==> config.mk <==
export PLATFORM = sky130hd
export DESIGN_NAME = filter_config_top
export DESIGN_NICKNAME = d
export VERILOG_FILES = /design/src/source/filter_cfg_pkg.sv /design/src/source/filter_config_top.sv /design/src/source/config_drain_arbiter.sv /design/src/source/filter_cond_config_loader.sv /design/src/source/config_fifo.sv /design/src/source/cfg_response_sequencer.sv
export SDC_FILE = /design/constraint.sdc
export NUM_CORES = 2
export LEC_CHECK = 0
export BUFFER_PORTS_ARGS = -buffer_cell sky130_fd_sc_hd__buf_4
export CORE_MARGIN = 4
export CORE_UTILIZATION = 40
export DETAILED_ROUTE_END_ITERATION = 8
export SLEW_MARGIN = 15
export SYNTH_ARGS = -nofsm -noshare
export SYNTH_HDL_FRONTEND = slang
export SYNTH_SLANG_ARGS = --single-unit
==> constraint.sdc <==
create_clock -name ap_clk -period 8.8 [get_ports ap_clk]
set_input_delay 1.76 -clock ap_clk [delete_from_list [all_inputs] [get_ports ap_clk]]
set_output_delay 1.76 -clock ap_clk [all_outputs]
set_load 0.005 [all_outputs]
==> src/source/filter_cfg_pkg.sv <==
// Filter configuration types
`default_nettype none

package filter_cfg_pkg;

    // --------------------------------------------------------------------------
    // Sizes
    // --------------------------------------------------------------------------
    localparam int NUM_LANES       = 4;
    localparam int LANE_ID_BITS    = 2;
    localparam int CFG_SEQ_WIDTH   = 8;
    localparam int CFG_OFFSET_BITS = 5;
    localparam int CFG_DATA_BITS   = 32;
    localparam int MASK_BITS       = 4;
    localparam int OPS_MASK_BITS   = 16;
    localparam int FIFO_DEPTH      = 4;

    // --------------------------------------------------------------------------
    // Vector types
    // --------------------------------------------------------------------------
    typedef logic [CFG_OFFSET_BITS-1:0] type_cfg_offset;
    typedef logic [CFG_DATA_BITS-1:0]   type_cfg_data;
    typedef logic [LANE_ID_BITS-1:0]    type_lane_id;
    typedef logic [MASK_BITS-1:0]       type_field_mask;
    typedef logic [OPS_MASK_BITS-1:0]   type_ops_mask;

    // Engine in the upper nibble, module in the lower
    typedef logic [7:0]                 type_route;

    // Comparison applied by the filter
    typedef enum logic [2:0] {
        EQ  = 3'd0,
        NE  = 3'd1,
        LT  = 3'd2,
        LE  = 3'd3,
        GT  = 3'd4,
        GE  = 3'd5,
        AND = 3'd6,
        OR  = 3'd7
    } type_filter_operation;

    // Loader FSM
    typedef enum logic [1:0] {
        IDLE,
        COLLECT,
        EMIT
    } type_loader_state;

    // --------------------------------------------------------------------------
    // Records
    // --------------------------------------------------------------------------
    typedef struct packed {
        logic           valid;
        type_cfg_offset offset;
        type_cfg_data   data;
    } cfg_response;

    typedef struct packed {
        type_filter_operation operation;
        type_field_mask       filter_mask;
        type_field_mask       const_mask;
        type_cfg_data         const_value;
        type_ops_mask         ops_mask;
        logic                 break_flag;
        logic                 break_pass;
        logic                 filter_post;
        logic                 filter_pass;
        logic                 continue_flag;
        logic                 ternary_flag;
        logic                 conditional_flag;
        type_route            route_if;
        type_route            route_else;
    } filter_cond_param;

    typedef struct packed {
        logic full;
        logic empty;
        logic valid;
        logic reset_busy;
    } lane_fifo_status;

    typedef struct packed {
        logic             valid;
        type_lane_id      lane;
        filter_cond_param param;
    } tagged_config;

endpackage

`default_nettype wire
==> src/source/filter_config_top.sv <==
// Filter configuration loader top
`timescale 1ns/1ns
`default_nettype none

module filter_config_top (
    input  logic                                 ap_clk,
    input  logic                                 reset,
    input  logic                                 cfg_start,
    input  logic                                 word_valid,
    input  filter_cfg_pkg::type_cfg_data         word_data,
    output filter_cfg_pkg::tagged_config         config_out,
    output logic                                 setup_busy,
    output logic [filter_cfg_pkg::NUM_LANES-1:0] overflow
);

    import filter_cfg_pkg::*;

    cfg_response          response;
    filter_cond_param     heads [NUM_LANES];
    lane_fifo_status      statuses [NUM_LANES];
    logic [NUM_LANES-1:0] pops;
    logic [NUM_LANES-1:0] fifo_reset_busy;

    // Offset tagging, broadcast to every lane
    cfg_response_sequencer u_sequencer (
        .ap_clk     (ap_clk),
        .reset      (reset),
        .cfg_start  (cfg_start),
        .word_valid (word_valid),
        .word_data  (word_data),
        .response   (response)
    );

    // --------------------------------------------------------------------------
    // Lane loaders
    // --------------------------------------------------------------------------
    for (genvar lane = 0; lane < NUM_LANES; lane++) begin : g_lane
        filter_cond_config_loader #(
            .LANE_INDEX (lane)
        ) u_loader (
            .ap_clk   (ap_clk),
            .reset    (reset),
            .response (response),
            .pop      (pops[lane]),
            .head     (heads[lane]),
            .status   (statuses[lane]),
            .overflow (overflow[lane])
        );

        assign fifo_reset_busy[lane] = statuses[lane].reset_busy;
    end

    assign setup_busy = reset | (|fifo_reset_busy);

    config_drain_arbiter u_drain (
        .ap_clk     (ap_clk),
        .reset      (reset),
        .heads      (heads),
        .statuses   (statuses),
        .pops       (pops),
        .config_out (config_out)
    );

endmodule

`default_nettype wire

==> src/source/config_drain_arbiter.sv <==
// Round-robin configuration drain
`timescale 1ns/1ns
`default_nettype none

module config_drain_arbiter (
    input  logic                                  ap_clk,
    input  logic                                  reset,
    input  filter_cfg_pkg::filter_cond_param      heads [filter_cfg_pkg::NUM_LANES],
    input  filter_cfg_pkg::lane_fifo_status       statuses [filter_cfg_pkg::NUM_LANES],
    output logic [filter_cfg_pkg::NUM_LANES-1:0]  pops,
    output filter_cfg_pkg::tagged_config          config_out
);

    import filter_cfg_pkg::*;

    type_lane_id last_lane;
    type_lane_id grant_lane;
    logic        grant_found;

    // --------------------------------------------------------------------------
    // Lane choice
    // --------------------------------------------------------------------------
    // Search starts one past the lane served last
    always_comb begin
        type_lane_id cand;
        grant_found = 1'b0;
        grant_lane  = last_lane;
        for (int i = 1; i <= NUM_LANES; i++) begin
            cand = last_lane + type_lane_id'(i);
            if (!grant_found && !statuses[cand].empty) begin
                grant_found = 1'b1;
                grant_lane  = cand;
            end
        end
    end

    assign pops = grant_found ? (NUM_LANES'(1) << grant_lane) : '0;

    // --------------------------------------------------------------------------
    // Served lane tracking
    // --------------------------------------------------------------------------
    always_ff @(posedge ap_clk) begin
        if (reset) begin
            // Lane 0 comes first
            last_lane <= type_lane_id'(NUM_LANES - 1);
        end else if (grant_found) begin
            last_lane <= grant_lane;
        end
    end

    // --------------------------------------------------------------------------
    // Output register
    // --------------------------------------------------------------------------
    // Head data lands one cycle after its pop
    always_ff @(posedge ap_clk) begin
        if (reset) begin
            config_out.valid <= 1'b0;
        end else begin
            config_out.valid <= statuses[last_lane].valid;
        end
        config_out.lane  <= last_lane;
        config_out.param <= heads[last_lane];
    end

endmodule

`default_nettype wire

==> src/source/filter_cond_config_loader.sv <==
// Per-lane filter condition loader
`timescale 1ns/1ns
`default_nettype none

module filter_cond_config_loader #(
    parameter int LANE_INDEX = 0
) (
    input  logic                             ap_clk,
    input  logic                             reset,
    input  filter_cfg_pkg::cfg_response      response,
    input  logic                             pop,
    output filter_cfg_pkg::filter_cond_param head,
    output filter_cfg_pkg::lane_fifo_status  status,
    output logic                             overflow
);

    import filter_cfg_pkg::*;

    // Window of offsets owned by this lane
    localparam int WINDOW_MIN = LANE_INDEX * CFG_SEQ_WIDTH;
    localparam int WINDOW_MAX = WINDOW_MIN + CFG_SEQ_WIDTH;

    // Position of the word after the operation word
    localparam logic [CFG_SEQ_WIDTH-1:0] POS_SECOND = CFG_SEQ_WIDTH'(2);

    cfg_response              response_reg;
    logic                     word_in_window;
    logic                     word_is_first;
    type_loader_state         state;
    logic [CFG_SEQ_WIDTH-1:0] word_pos;
    filter_cond_param         record;
    logic                     fifo_wr_en;

    // --------------------------------------------------------------------------
    // Input register and window check
    // --------------------------------------------------------------------------
    always_ff @(posedge ap_clk) begin
        if (reset) begin
            response_reg.valid <= 1'b0;
        end else begin
            response_reg.valid <= response.valid;
        end
        response_reg.offset <= response.offset;
        response_reg.data   <= response.data;
    end

    assign word_in_window = response_reg.valid
                         && (int'(response_reg.offset) >= WINDOW_MIN)
                         && (int'(response_reg.offset) < WINDOW_MAX);

    assign word_is_first = word_in_window && (int'(response_reg.offset) == WINDOW_MIN);

    // --------------------------------------------------------------------------
    // Collection FSM
    // --------------------------------------------------------------------------
    always_ff @(posedge ap_clk) begin
        if (reset) begin
            state    <= IDLE;
            word_pos <= '0;
        end else begin
            case (state)
                IDLE: begin
                    if (word_is_first) begin
                        state    <= COLLECT;
                        word_pos <= POS_SECOND;
                    end
                end
                COLLECT: begin
                    if (word_is_first) begin
                        // Partial record is abandoned
                        word_pos <= POS_SECOND;
                    end else if (word_in_window) begin
                        if (word_pos[CFG_SEQ_WIDTH-1]) begin
                            state    <= EMIT;
                            word_pos <= '0;
                        end else begin
                            word_pos <= word_pos << 1;
                        end
                    end
                end
                EMIT: begin
                    // Back-to-back region after a restart
                    if (word_is_first) begin
                        state    <= COLLECT;
                        word_pos <= POS_SECOND;
                    end else begin
                        state <= IDLE;
                    end
                end
                default: begin
                    state <= IDLE;
                end
            endcase
        end
    end

    // --------------------------------------------------------------------------
    // Field capture
    // --------------------------------------------------------------------------
    always_ff @(posedge ap_clk) begin
        if (word_is_first) begin
            record.operation <= type_filter_operation'(
                response_reg.data[$bits(type_filter_operation)-1:0]);
        end else if (word_in_window && state == COLLECT) begin
            case (word_pos)
                (CFG_SEQ_WIDTH'(1) << 1): record.filter_mask <= response_reg.data[MASK_BITS-1:0];
                (CFG_SEQ_WIDTH'(1) << 2): record.const_mask  <= response_reg.data[MASK_BITS-1:0];
                (CFG_SEQ_WIDTH'(1) << 3): record.const_value <= response_reg.data;
                (CFG_SEQ_WIDTH'(1) << 4): record.ops_mask    <= response_reg.data[OPS_MASK_BITS-1:0];
                (CFG_SEQ_WIDTH'(1) << 5): begin
                    record.break_flag       <= response_reg.data[0];
                    record.break_pass       <= response_reg.data[1];
                    record.filter_post      <= response_reg.data[2];
                    record.filter_pass      <= response_reg.data[3];
                    record.continue_flag    <= response_reg.data[4];
                    record.ternary_flag     <= response_reg.data[5];
                    record.conditional_flag <= response_reg.data[6];
                end
                (CFG_SEQ_WIDTH'(1) << 6): record.route_if   <= response_reg.data[$bits(type_route)-1:0];
                (CFG_SEQ_WIDTH'(1) << 7): record.route_else <= response_reg.data[$bits(type_route)-1:0];
                default: begin
                    record <= record;
                end
            endcase
        end
    end

    // --------------------------------------------------------------------------
    // Record queue
    // --------------------------------------------------------------------------
    assign fifo_wr_en = (state == EMIT) && !status.full;

    // Sticky until reset
    always_ff @(posedge ap_clk) begin
        if (reset) begin
            overflow <= 1'b0;
        end else if (state == EMIT && status.full) begin
            overflow <= 1'b1;
        end
    end

    config_fifo u_fifo (
        .ap_clk (ap_clk),
        .reset  (reset),
        .din    (record),
        .wr_en  (fifo_wr_en),
        .rd_en  (pop),
        .dout   (head),
        .status (status)
    );

endmodule

`default_nettype wire

==> src/source/config_fifo.sv <==
// Lane configuration FIFO
`timescale 1ns/1ns
`default_nettype none

module config_fifo (
    input  logic                             ap_clk,
    input  logic                             reset,
    input  filter_cfg_pkg::filter_cond_param din,
    input  logic                             wr_en,
    input  logic                             rd_en,
    output filter_cfg_pkg::filter_cond_param dout,
    output filter_cfg_pkg::lane_fifo_status  status
);

    import filter_cfg_pkg::*;

    localparam int PTR_BITS   = $clog2(FIFO_DEPTH);
    localparam int COUNT_BITS = $clog2(FIFO_DEPTH + 1);
    localparam logic [COUNT_BITS-1:0] COUNT_FULL = COUNT_BITS'(FIFO_DEPTH);

    filter_cond_param      mem [FIFO_DEPTH];
    logic [PTR_BITS-1:0]   wr_ptr;
    logic [PTR_BITS-1:0]   rd_ptr;
    logic [COUNT_BITS-1:0] count;
    logic                  push;
    logic                  pull;
    logic                  read_valid;
    logic                  reset_busy_reg;

    // Full writes and empty reads are dropped
    assign push = wr_en && (count != COUNT_FULL);
    assign pull = rd_en && (count != '0);

    always_ff @(posedge ap_clk) begin
        if (reset) begin
            wr_ptr     <= '0;
            rd_ptr     <= '0;
            count      <= '0;
            read_valid <= 1'b0;
        end else begin
            read_valid <= pull;
            if (push) begin
                wr_ptr <= wr_ptr + 1'b1;
            end
            if (pull) begin
                rd_ptr <= rd_ptr + 1'b1;
            end
            case ({push, pull})
                2'b10:   count <= count + 1'b1;
                2'b01:   count <= count - 1'b1;
                default: count <= count;
            endcase
        end
    end

    // Storage and read register
    always_ff @(posedge ap_clk) begin
        if (push) begin
            mem[wr_ptr] <= din;
        end
        if (pull) begin
            dout <= mem[rd_ptr];
        end
    end

    // Busy through reset and one cycle past it
    always_ff @(posedge ap_clk) begin
        reset_busy_reg <= reset;
    end

    assign status.full       = (count == COUNT_FULL);
    assign status.empty      = (count == '0);
    assign status.valid      = read_valid;
    assign status.reset_busy = reset_busy_reg;

endmodule

`default_nettype wire

==> src/source/cfg_response_sequencer.sv <==
// Configuration response sequencer
`timescale 1ns/1ns
`default_nettype none

module cfg_response_sequencer (
    input  logic                         ap_clk,
    input  logic                         reset,
    input  logic                         cfg_start,
    input  logic                         word_valid,
    input  filter_cfg_pkg::type_cfg_data word_data,
    output filter_cfg_pkg::cfg_response  response
);

    import filter_cfg_pkg::*;

    type_cfg_offset offset_count;
    type_cfg_offset word_offset;

    // A start pulse applies to the word of the same cycle
    assign word_offset = cfg_start ? '0 : offset_count;

    // --------------------------------------------------------------------------
    // Region offset counter
    // --------------------------------------------------------------------------
    always_ff @(posedge ap_clk) begin
        if (reset) begin
            offset_count <= '0;
        end else if (word_valid) begin
            // Wraps at the end of the region
            offset_count <= word_offset + 1'b1;
        end else if (cfg_start) begin
            offset_count <= '0;
        end
    end

    // --------------------------------------------------------------------------
    // Tagged word register
    // --------------------------------------------------------------------------
    always_ff @(posedge ap_clk) begin
        if (reset) begin
            response.valid <= 1'b0;
        end else begin
            response.valid <= word_valid;
        end
        if (word_valid) begin
            response.offset <= word_offset;
            response.data   <= word_data;
        end
    end

endmodule

`default_nettype wire

==> results.json <==
{
  "syn_area_um2": 76500,
  "worst_pin_slew_ns": 1.20,
  "status": "completed",
  "post_cts_resized": 0,
  "hold_violations": 0,
  "end_kind": "output pin",
  "hold_buffers": 0,
  "place.gp.congestion": 0.742,
  "instances_no_fill": 6136,
  "met3_usage": 0.0337,
  "gr-total-overflow": 0,
  "gr-usage-met1": 0.229,
  "maxCapViolations": 0,
  "remaining_drc_errors": 0,
  "grt_pass1_wl_mm": 241,
  "rsz0062_at_grt": "no",
  "clk_pin_slew_worst_paths_ns": 0.06,
  "final_layout_size_suffix_gt1_frac": 0.272,
  "die_y_um": 445,
  "ys_ff_latch": 2209,
  "htreeDepth": 4,
  "vdd_drop_max_mv": 0.188,
  "ys_seq_area_frac": 0.840,
  "cp.required_ns": 7.04,
  "syn_avg_cell_area_um2": 24.5,
  "period_minus_slack_ns": 4.03,
  "drv_slew": 0,
  "synth_cell_types": 55,
  "largest_reg_flops": 1312,
  "start_util": 0.402,
  "hold_path.class": "reg2reg",
  "grt_antenna_before_repair": 9,
  "finClkSkew_ns": 0.0642,
  "worst-r2r-setup-slack_ns": 4.86,
  "met2_usage": 0.282,
  "synth_edf_count": 2005,
  "setup_tns_ns": 0,
  "insertion_delay_ns": 0.86,
  "routed_wl_mm": 168,
  "drtIter0Drc": 3322,
  "layout_common_cells": "edfxtp_1, mux4_2, clkbuf_16",
  "slew_headroom": 0.202,
  "fin_nets": 3490,
  "grt_pass1_vias": 33700,
  "netlist_instances": 3129,
  "die_area_um2": 198000,
  "boundaryPins": 126,
  "multi_input_area_um2": 11800,
  "cts_root_buffer": "clkbuf_16",
  "port_buffers": 125,
  "leakage_nw": 27.2,
  "post_cts_buffers": 0,
  "clockBufferDepth": 3,
  "area_growth_pct": 14.9,
  "setup_violations": 0,
  "synth_nets": 3190,
  "die_x_um": 445,
  "fin_crit_sh": 0.458,
  "placed_cells": 5719,
  "nFillCells": 15500,
  "hpwl_mm": 91.7,
  "power_density_nw_per_um2": 280,
  "whs_ns": 0.311,
  "wl_per_cell_um": 27.3,
  "grt.total_usage": 0.170,
  "postLayoutCoreUtil": 0.462,
  "cts_sinks": 2209,
  "vias": 32300,
  "worstSetupPathType": "in2out",
  "fmax_mhz": 248,
  "cts_made_buffers": 218,
  "p_total_mw": 24.6,
  "row_count": 160,
  "critPathLaunchType": "input port",
  "regMostFlops": "g_lane.u_loader.u_fifo.mem",
  "via_per_inst": 5.27,
  "cts_tree": "built",
  "worstPathMaxFanout": 3,
  "grt.busiest_layer": "met2",
  "top_regs": "g_lane.u_loader.u_fifo.mem (1312), g_lane.u_loader.record (328), g_lane.u_loader.u_fifo.dout (328)",
  "synthArstFlopShare": 0,
  "yosysWarnings": 0,
  "layout_commonest_cell": "edfxtp_1",
  "dr.pass1.iters": 5,
  "grt_max_degree": 65,
  "arrival_ns": 2.27,
  "core_um2": 190000,
  "ys.flop_type": "edfxtp_1",
  "ant_nets": 0,
  "final-seq-area_um2": 64300
}
-- power by group --
group / internal [mW] / switching (mW) / total [mW]
Clock: 5.15 / 3.90 / 9.05
Combinational: 1.34 / 1.42 / 2.76
Sequential: 12.3 / 0.548 / 12.8
Total: 18.8 / 5.87 / 24.6
-- cells by family (layout without fill, tap and decap cells) --
kind of cell,count (synthesis),in the layout,synth area share
compound gates,90,90,0.00790
xor+xnor,21,21,0.00240
fa+ha+maj,25,25,0.00448
buf+inv,142,636,0.00780
flops,2209,2209,0.840
mux,417,417,0.122
other cells,0,2,0
simple gates,225,225,0.0156
-- layer usage --
layer / vias up / share of wire
li1: 13700 / -
met1: 17300 / 0.40
met2: 1136 / 0.50
met3: 257 / 0.068
met4: 2 / 0.028
met5: - / 0.000072
-- through the flow --
stage / instance area, um^2 / worst slack, ns
after floorplan: 76500 / 0.134
after global placement: 80800 / 4.76
after detailed placement: 80800 / 4.76
after CTS: 87900 / 4.75
after global routing: 87900 / 4.57
final: 87900 / 4.77
-- cell type report --
class | instances | area share
well taps | 2511 | 0.0357
repair buffers | 192 | 0.0166
clock inverters | 113 | 0.0130
multi-input cells | 778 | 0.134
clock buffers | 301 | 0.0674
flip-flops and latches | 2209 | 0.732
inverters | 30 | 0.00128
diodes | 2 | 0.0000569
-- final timing paths --
| check | from | end | depth (start not counted) |
|---|---|---|---|
| setup / recovery | reset | setup_busy | 3 |
| hold / removal | u_sequencer.response[27]$_DFFE_PP_ | g_lane[3].u_loader.response_reg[27]$_DFF_P_ | 0 |
| setup reg to reg | u_drain.last_lane[0]$_SDFFE_PP1N_ | g_lane[1].u_loader.u_fifo.rd_ptr[1]$_SDFFE_PP0P_ | 7 |
| hold reg to reg | u_sequencer.response[27]$_DFFE_PP_ | g_lane[3].u_loader.response_reg[27]$_DFF_P_ | 0 |
-- synth_stat cells (2+ instances only) --
cell type | number | area [um^2]
nand2_1 | 27 | 101
ha_1 | 21 | 263
xor2_1 | 11 | 96.3
inv_1 | 30 | 113
nand4_1 | 3 | 18.8
or3_1 | 10 | 62.6
buf_1 | 24 | 90.1
dfxtp_1 | 204 | 4080
a211oi_1 | 7 | 52.6
nand3b_1 | 3 | 22.5
o21ai_0 | 16 | 80.1
buf_2 | 39 | 195
a21boi_1 | 3 | 22.5
nor2_1 | 71 | 267
a31o_2 | 3 | 26.3
and2_1 | 23 | 144
o311ai_0 | 3 | 26.3
nand3_1 | 14 | 70.1
nand2b_1 | 4 | 25.0
edfxtp_1 | 2005 | 60200
mux4_2 | 411 | 9260
a22o_1 | 10 | 87.6
xnor2_1 | 10 | 87.6
buf_4 | 4 | 30.0
nor3b_1 | 23 | 173
a22oi_1 | 8 | 60.1
nor4_1 | 9 | 56.3
fa_1 | 4 | 80.1
a21oi_1 | 24 | 120
nor2b_1 | 11 | 68.8
o22ai_1 | 2 | 12.5
or2_2 | 3 | 18.8
mux2i_1 | 6 | 60.1
nor3_1 | 14 | 70.1
clkbuf_1 | 45 | 169
a31oi_1 | 5 | 31.3
-- critical path, stage by stage --
cell and delay (ns):
buf_4 0.11, or2_2 0.26, buf_4 0.13
No activity file was read; power rests on OpenSTA's default activity.
